<file path="config.mk">
export PLATFORM = sky130hd
export DESIGN_NAME = ConvTop
export DESIGN_NICKNAME = d
export VERILOG_FILES = /design/src/hw/arithPkg.sv /design/src/hw/ConvTop.sv /design/src/hw/ResultArbiter.sv /design/src/hw/IntToFloatLane.sv /design/src/hw/PosEncode.sv /design/src/hw/LeadZeroDet.sv /design/src/hw/PrefixAnd.sv
export SDC_FILE = /design/constraint.sdc
export NUM_CORES = 1
export LEC_CHECK = 0
export ABC_AREA = 1
export BUFFER_PORTS_ARGS = -buffer_cell sky130_fd_sc_hd__clkbuf_2
export CAP_MARGIN = 25
export CORE_ASPECT_RATIO = 0.9
export CORE_MARGIN = 10
export CORE_UTILIZATION = 35
export CTS_CLUSTER_SIZE = 28
export DETAILED_ROUTE_END_ITERATION = 12
export GPL_ROUTABILITY_DRIVEN = 0
export GPL_TIMING_DRIVEN = 0
export PLACE_DENSITY_LB_ADDON = 0.12
export SYNTH_ARGS = -nofsm -noshare
export SYNTH_HDL_FRONTEND = slang
export SYNTH_SLANG_ARGS = --single-unit
</file>
<file path="constraint.sdc">
create_clock -name clk -period 8.2 [get_ports clk]
set_input_delay 1.23 -clock clk [delete_from_list [all_inputs] [get_ports clk]]
set_output_delay 1.23 -clock clk [all_outputs]
set_load 0.005 [all_outputs]
</file>
<file path="src/hw/arithPkg.sv">
package arithPkg;

	// integer operand width
	localparam int wordBits = 32;

	// single precision field widths
	localparam int expBits = 8;
	localparam int manBits = 23;

	// exponent bias of the float format
	localparam int expBias = 127;

	// peer conversion lanes sharing the result bus
	localparam int numLanes = 2;

	// signed integer operand
	typedef logic signed [wordBits-1:0] wordT;

	// packed sign, exponent, mantissa
	typedef logic [expBits+manBits:0] floatT;

	// leading-zero count of a word
	typedef logic [$clog2(wordBits)-1:0] lzCountT;

	// tag of the producing lane
	typedef logic [$clog2(numLanes)-1:0] laneIdT;

	// result for an all-zero input, positive zero
	localparam floatT floatZero = '0;

endpackage
</file>
<file path="src/hw/ConvTop.sv">
`timescale 1ns/100ps

module ConvTop #(
	parameter int laneDepth = 2,
	parameter int outCredits = 2,
	parameter int speed = 1
) (
	input  logic clk,
	input  logic rstN,
	// lane 0 source
	input  logic in0Valid,
	input  arithPkg::wordT in0Data,
	output logic in0Credit,
	// lane 1 source
	input  logic in1Valid,
	input  arithPkg::wordT in1Data,
	output logic in1Credit,
	// shared result bus
	output logic outValid,
	output arithPkg::floatT outData,
	output arithPkg::laneIdT outLane,
	input  logic outCredit
);
	import arithPkg::*;

	// lane to arbiter handshake
	logic [numLanes-1:0] reqValid;
	floatT reqData [numLanes];
	logic [numLanes-1:0] grant;

	IntToFloatLane #(
		.laneDepth(laneDepth),
		.speed(speed)
	) lane0_i (
		.clk(clk),
		.rstN(rstN),
		.inValid(in0Valid),
		.inData(in0Data),
		.inCredit(in0Credit),
		.reqValid(reqValid[0]),
		.reqData(reqData[0]),
		.grant(grant[0])
	);

	IntToFloatLane #(
		.laneDepth(laneDepth),
		.speed(speed)
	) lane1_i (
		.clk(clk),
		.rstN(rstN),
		.inValid(in1Valid),
		.inData(in1Data),
		.inCredit(in1Credit),
		.reqValid(reqValid[1]),
		.reqData(reqData[1]),
		.grant(grant[1])
	);

	// round-robin onto the single result bus
	ResultArbiter #(
		.outCredits(outCredits)
	) arbiter_i (
		.clk(clk),
		.rstN(rstN),
		.reqValid(reqValid),
		.reqData(reqData),
		.grant(grant),
		.outValid(outValid),
		.outData(outData),
		.outLane(outLane),
		.outCredit(outCredit)
	);

endmodule

</file>
<file path="src/hw/ResultArbiter.sv">
`timescale 1ns/100ps

module ResultArbiter #(
	parameter int outCredits = 2
) (
	input  logic clk,
	input  logic rstN,
	// lane requests
	input  logic [arithPkg::numLanes-1:0] reqValid,
	input  arithPkg::floatT reqData [arithPkg::numLanes],
	output logic [arithPkg::numLanes-1:0] grant,
	// result bus
	output logic outValid,
	output arithPkg::floatT outData,
	output arithPkg::laneIdT outLane,
	input  logic outCredit
);
	import arithPkg::*;

	localparam int creditW = $clog2(outCredits + 1);

	typedef logic [creditW-1:0] creditT;

	// sink credits still available
	creditT credits;
	logic canGrant;
	// lane checked first
	laneIdT prio;
	laneIdT winner;
	logic found;

	assign canGrant = (credits != '0);

	// first requester at or after the priority pointer
	always_comb begin
		found = 1'b0;
		winner = prio;
		for (int i = 0; i < numLanes; i++) begin
			if (!found && canGrant && reqValid[(int'(prio) + i) % numLanes]) begin
				found = 1'b1;
				winner = laneIdT'((int'(prio) + i) % numLanes);
			end
		end
		grant = '0;
		if (found) begin
			grant[winner] = 1'b1;
		end
	end

	always_ff @(posedge clk or negedge rstN) begin
		if (!rstN) begin
			credits <= creditT'(outCredits);
			prio <= '0;
			outValid <= 1'b0;
		end else begin
			// spend and refill may land on the same edge
			credits <= credits - creditT'(found) + creditT'(outCredit);
			if (found) begin
				// granted lane drops to lowest priority
				prio <= laneIdT'((int'(winner) + 1) % numLanes);
			end
			outValid <= found;
		end
	end

	// result payload, qualified by outValid
	always_ff @(posedge clk) begin
		if (found) begin
			outData <= reqData[winner];
			outLane <= winner;
		end
	end

endmodule

</file>
<file path="src/hw/IntToFloatLane.sv">
`timescale 1ns/100ps

module IntToFloatLane #(
	parameter int laneDepth = 2,
	parameter int speed = 1
) (
	input  logic clk,
	input  logic rstN,
	// source side
	input  logic inValid,
	input  arithPkg::wordT inData,
	output logic inCredit,
	// arbiter side
	output logic reqValid,
	output arithPkg::floatT reqData,
	input  logic grant
);
	import arithPkg::*;

	localparam int ptrW = (laneDepth > 1) ? $clog2(laneDepth) : 1;
	localparam int cntW = $clog2(laneDepth + 1);

	typedef logic [ptrW-1:0] ptrT;
	typedef logic [cntW-1:0] cntT;

	// raw integers waiting for the arbiter
	wordT queue [laneDepth];
	ptrT rdPtr;
	ptrT wrPtr;
	cntT fill;
	logic pop;

	// conversion of the head entry
	wordT head;
	logic sign;
	logic [wordBits-1:0] mag;
	logic [wordBits-1:0] oneHot;
	lzCountT lzCount;
	logic [wordBits-1:0] norm;
	logic [expBits-1:0] expField;
	logic [manBits-1:0] manField;

	// circular advance
	function automatic ptrT nextPtr(input ptrT ptr);
		return (ptr == ptrT'(laneDepth - 1)) ? '0 : ptr + 1'b1;
	endfunction

	// head leaves on a grant
	assign pop = grant & reqValid;
	assign reqValid = (fill != '0);

	// source never writes into a full queue
	always_ff @(posedge clk) begin
		if (inValid) begin
			queue[wrPtr] <= inData;
		end
	end

	always_ff @(posedge clk or negedge rstN) begin
		if (!rstN) begin
			rdPtr <= '0;
			wrPtr <= '0;
			fill <= '0;
			inCredit <= 1'b0;
		end else begin
			if (inValid) begin
				wrPtr <= nextPtr(wrPtr);
			end
			if (pop) begin
				rdPtr <= nextPtr(rdPtr);
			end
			fill <= fill + cntT'(inValid) - cntT'(pop);
			// one credit back per popped entry
			inCredit <= pop;
		end
	end

	assign head = queue[rdPtr];
	assign sign = head[wordBits-1];

	// two's complement magnitude, most negative value stays 2^31 unsigned
	assign mag = sign ? -head : head;

	LeadZeroDet #(
		.width(wordBits),
		.speed(speed)
	) lzd_i (
		.A(mag),
		.Z(oneHot)
	);

	PosEncode #(
		.width(wordBits)
	) enc_i (
		.oneHot(oneHot),
		.count(lzCount)
	);

	// leading one lands on the MSB
	assign norm = mag << lzCount;
	assign expField = expBits'(expBias + wordBits - 1) - expBits'(lzCount);
	// hidden bit dropped, low bits truncated
	assign manField = norm[wordBits-2 -: manBits];

	// zero has no leading one
	assign reqData = (mag == '0) ? floatZero : {sign, expField, manField};

endmodule

</file>
<file path="src/hw/PosEncode.sv">
`timescale 1ns/100ps

module PosEncode #(
	parameter int width = 32
) (
	// one-hot leading-one position
	input  logic [width-1:0] oneHot,
	// zeros above that position
	output arithPkg::lzCountT count
);

	// bit positions whose zero count has bit b set
	function automatic logic [width-1:0] bitMask(input int b);
		logic [width-1:0] mask;
		mask = '0;
		for (int i = 0; i < width; i++) begin
			mask[i] = (((width - 1 - i) >> b) & 1) != 0;
		end
		return mask;
	endfunction

	// one OR tree per count bit
	for (genvar b = 0; b < $bits(count); b++) begin : encBit
		localparam logic [width-1:0] sel = bitMask(b);

		// all-zero input falls out as count 0
		assign count[b] = |(oneHot & sel);
	end

endmodule

</file>
<file path="src/hw/LeadZeroDet.sv">
`timescale 1ns/100ps

module LeadZeroDet #(
	parameter int width = 8,
	parameter int speed = 0
) (
	// operand
	input  logic [width-1:0] A,
	// one-hot position of the first set bit from the MSB
	output logic [width-1:0] Z
);

	// inverted operand, MSB moved to bit 0
	logic [width-1:0] revIn;
	// prefix result in reversed order
	logic [width-1:0] revOut;
	// bit i set while A[width-1:i] is all zero
	logic [width-1:0] zeroAbove;

	for (genvar i = 0; i < width; i++) begin : flipIn
		assign revIn[i] = ~A[width-1-i];
	end

	// zero run scan starting at the MSB
	PrefixAnd #(
		.width(width),
		.speed(speed)
	) prefixAnd_i (
		.PI(revIn),
		.PO(revOut)
	);

	for (genvar i = 0; i < width; i++) begin : flipOut
		assign zeroAbove[i] = revOut[width-1-i];
	end

	// MSB needs no zero run above it
	assign Z[width-1] = A[width-1];

	// keep a set bit only when everything above is clear
	for (genvar i = 0; i < width - 1; i++) begin : pick
		assign Z[i] = A[i] & zeroAbove[i+1];
	end

endmodule

</file>
<file path="src/hw/PrefixAnd.sv">
`timescale 1ns/100ps

module PrefixAnd #(
	parameter int width = 8,
	parameter int speed = 0
) (
	// propagate in
	input  logic [width-1:0] PI,
	// running AND from bit 0 upwards
	output logic [width-1:0] PO
);

	localparam int n = width;
	// tree depth, at least one level
	localparam int m = (width > 1) ? $clog2(width) : 1;

	if (speed == 2) begin : sklansky
		// one row per level, row 0 is the input
		logic [m:0][n-1:0] pt;

		assign pt[0] = PI;

		for (genvar l = 1; l <= m; l++) begin : level
			// half block size at this level
			localparam int h = 2 ** (l - 1);

			for (genvar i = 0; i < n; i++) begin : bitSlot
				if (((i / h) % 2) == 1) begin : node
					// upper half takes the last bit of the lower half
					assign pt[l][i] = pt[l-1][i] & pt[l-1][(i / h) * h - 1];
				end else begin : pass
					assign pt[l][i] = pt[l-1][i];
				end
			end
		end

		assign PO = pt[m];
	end else if (speed == 1) begin : brentKung
		// m up-sweep levels then m-1 down-sweep levels
		logic [2*m-1:0][n-1:0] pt;

		assign pt[0] = PI;

		// up-sweep, builds power-of-two blocks
		for (genvar l = 1; l <= m; l++) begin : upLevel
			for (genvar i = 0; i < n; i++) begin : upBit
				if (((i + 1) % (2 ** l)) == 0) begin : node
					assign pt[l][i] = pt[l-1][i] & pt[l-1][i - 2 ** (l - 1)];
				end else begin : pass
					assign pt[l][i] = pt[l-1][i];
				end
			end
		end

		// down-sweep, fills the odd block ends
		for (genvar l = m + 1; l < 2 * m; l++) begin : downLevel
			// block span halves at each step
			localparam int s = 2 * m - 1 - l;

			for (genvar i = 0; i < n; i++) begin : downBit
				if ((i >= 2 ** (s + 1)) && (((i + 1) % (2 ** (s + 1))) == 2 ** s)) begin : node
					// left neighbour already holds the full prefix
					assign pt[l][i] = pt[l-1][i] & pt[l-1][i - 2 ** s];
				end else begin : pass
					assign pt[l][i] = pt[l-1][i];
				end
			end
		end

		assign PO = pt[2*m-1];
	end else begin : serial
		// ripple chain, smallest and slowest
		logic [n-1:0] pt;

		assign pt[0] = PI[0];

		for (genvar i = 1; i < n; i++) begin : chain
			assign pt[i] = PI[i] & pt[i-1];
		end

		assign PO = pt;
	end

endmodule

</file>
==> impl_metrics.ini <==
[timing]
max_freq_ghz = 0.197
finalCritPeriodShare_pct = 61.8
skew_ns = 0.0216
finalSetupViolCount = 0
rsz0062_at_grt = no
period_needed_ns = 5.07
final_max_slew_viol_count = 0
fin_setup_tns_ns = 0
worstMarginPinSlew_ns = 0.844
hold_viol = 0
slew_headroom_pct = 43.1

[synth]
async_reset_ff_share_pct = 8.00
synth.avg_cell_area_um2 = 6.83
synth_area_mm2 = 0.0139
ys_seq_elements = 175
yosysTopAreaCell = edfxtp_1
syn-instance-count = 2031
synthFlopType = edfxtp_1
yosysSeqAreaShare_pct = 37.4
ys_types = 44
synth_nets = 2112
synth_area_leaders = edfxtp_1, nand2_1, nand3_1, inv_1, nor2_1
synth_edf_count = 161
ys_warn_count = 0
synthTopCellsByCount = nand2_1, nand3_1, inv_1
post-synth-top-count-cell = nand2_1
synth_top_area_share_pct = 34.8

[placement]
io_buffers = 104
place_hpwl_mm = 37.2

[cells_and_area]
seqCellArea_mm2 = 0.00519
multi_input_area_mm2 = 0.00730
drive_gt1_share_pct = 13.5
syn2layout_area_growth_pct = 13.6
fill_cells = 4166
fin_nets = 2240

[clock_tree]
clk_latency_ns = 0.46
h-tree-depth = 4
cts-buffers-inserted = 17
cts_setup_buffers = 0
path_clk_slew_ns = 0.07
cts_root_buf = clkbuf_16
cts_tree = yes
cts_sinks = 175
cts_hold_buf = 0
ctsResizeCount = 0
clock_path_buffers = 2

[detailed_routing]
vias = 13805
wl_mm = 46.2
dr.pass1.iters = 7
drtIter0Drc = 1387
drt-wirelength-per-cell_um = 17.1
drc = 0
via_per_inst = 5.10
ant_nets = 0

[floorplan]
die_w_um = 230
ios = 105
rows = 69
start_util_pct = 35.3
dieArea_mm2 = 0.0480
die_height_um = 209
coreArea_mm2 = 0.0393

[worst_setup_path]
critPathLaunchType = register
arrival_ns = 5.25
endpoint = arbiter_i.outData[27]$_DFFE_PN_
ff2ff_setup_slack_ns = 3.13
worstPathMaxFanout = 10
worst-r2r-cell-count = 27
crit_start = lane1_i.rdPtr$_DFFE_PN0P_
r2r-start = lane1_i.rdPtr$_DFFE_PN0P_
path_class = register to register
r2r-end = arbiter_i.outData[27]$_DFFE_PN_
cp-end-kind = register
cp.required_ns = 8.38

[grt]
grt_pass1_wl_mm = 71.9
overflow = 0
antenna_found_initial = 2
grt_max_degree = 32
grt_usage_pct = 18.9
first_global_vias = 12739

[worst_hold_path]
min_path_type = register to register

[job]
maxCapViolCount = 0

[run_status]
outcome = finished clean
[per-stage QoR]
stage / cell area (um2) / hold slack (ns) / std cells / util, % / setup slack [ns]
after floorplan: 13900 / 0.461 / 2031 / - / 4.34
after global placement: 15100 / 0.474 / 2667 / 38.3 / 3.26
after detailed placement: 15200 / 0.532 / 2672 / 38.7 / 3.20
after CTS: 15800 / 0.546 / 2704 / 40.1 / 3.16
after global routing: 15800 / 0.558 / 2704 / 40.1 / 2.66
final: 15800 / 0.547 / 2705 / 40.1 / 3.13
[state kept, by name (all words and copies together), names as in the netlist, 2 cells and up]
| name | count |
|---|---|
| lane1_i.queue | 64 |
| lane0_i.queue | 64 |
| arbiter_i.credits | 2 |
| lane0_i.fill | 2 |
| arbiter_i.outData | 32 |
| lane1_i.fill | 2 |
[placed cells by master, fill, tap and decap left out, types with 7 or more instances in the layout]
cell	n
xnor2_1	8
edfxtp_1	161
nor3_1	7
nand4_1	56
nor2_1	158
o21ai_0	44
clkbuf_2	104
nand3_2	7
buf_4	13
o21ai_1	39
ha_1	12
buf_6	19
dfrtp_1	13
nand2_1	674
buf_2	35
nor2_4	10
nor2_2	14
nand2_2	19
inv_2	18
a21oi_1	21
xor2_1	32
clkbuf_16	17
nand3_1	404
inv_1	208
clkbuf_1	10
[critical path: stages (launching register included)]
cell and delay [ns]:
dfrtp_1 0.44, inv_2 0.23, nand2_1 0.08, nand2_1 0.24, ha_1 0.22, nand3_1 0.08
nor2_1 0.25, nand2_1 0.15, nor2_1 0.30, nand2_1 0.11, nand2_1 0.08, nand2_1 0.06
nand2_1 0.20, nand2_2 0.13, nor2_2 0.15, nand2_1 0.12, nor2_4 0.16, buf_6 0.16
inv_2 0.05, nor3_2 0.15, nor2_1 0.09, nand3_2 0.10, buf_2 0.28, ha_1 0.21
inv_1 0.06, nor3_1 0.34, o22ai_1 0.10, or2_1 0.27
[routing by layer]
metal	share of wire, %	vias up	GRT usage, %
met3	6.6	40	3.20
li1	-	6960	-
met2	42	491	27.9
met4	1.7	0	5.37
met1	49	6314	27.5
met5	0	-	0
[final cells by class]
| class | instances | share of cell area [%] |
|---|---|---|
| Clock inverter | 15 | 0.699 |
| Buffer | 84 | 3.57 |
| Antenna cell | 1 | 0.0159 |
| Clock buffer | 17 | 2.70 |
| Multi-Input combinational cell | 1545 | 46.3 |
| Timing Repair Buffer | 109 | 4.13 |
| Tap cell | 532 | 4.23 |
| Sequential cell | 175 | 32.9 |
| Inverter | 227 | 5.42 |
[logic make-up (layout without fill, tap and decap cells)]
family                   after synthesis  count (layout)  share of synthesized area (%)
adder cells (fa/ha/maj)               12              12                           1.08
AO/OA/AOI/OAI                        125             125                           5.02
other                                  0               1                              0
flip-flops                           175             175                           37.4
AND/OR/NAND/NOR                     1368            1368                           43.8
XOR/XNOR                              40              40                           2.53
buffers and inverters                311             452                           10.2
[how the worst min path moves through the flow]
stage | start | to | slack (ns) | cells past startpoint
5_1_grt | lane1_i.wrPtr$_DFFE_PN0P_ | lane1_i.wrPtr$_DFFE_PN0P_ | 0.56 | 1
2_1_floorplan | lane1_i.wrPtr$_DFFE_PN0P_ | lane1_i.wrPtr$_DFFE_PN0P_ | 0.46 | 1
3_3_place_gp | lane1_i.wrPtr$_DFFE_PN0P_ | lane1_i.wrPtr$_DFFE_PN0P_ | 0.47 | 1
3_5_place_dp | lane1_i.wrPtr$_DFFE_PN0P_ | lane1_i.wrPtr$_DFFE_PN0P_ | 0.53 | 1
6_report | lane1_i.wrPtr$_DFFE_PN0P_ | lane1_i.wrPtr$_DFFE_PN0P_ | 0.55 | 1
4_1_cts | lane1_i.wrPtr$_DFFE_PN0P_ | lane1_i.wrPtr$_DFFE_PN0P_ | 0.55 | 1
Power is left out: the tool's default activity adds up to more than one toggle a clock period on the data nets, which glitch-free logic cannot reach.
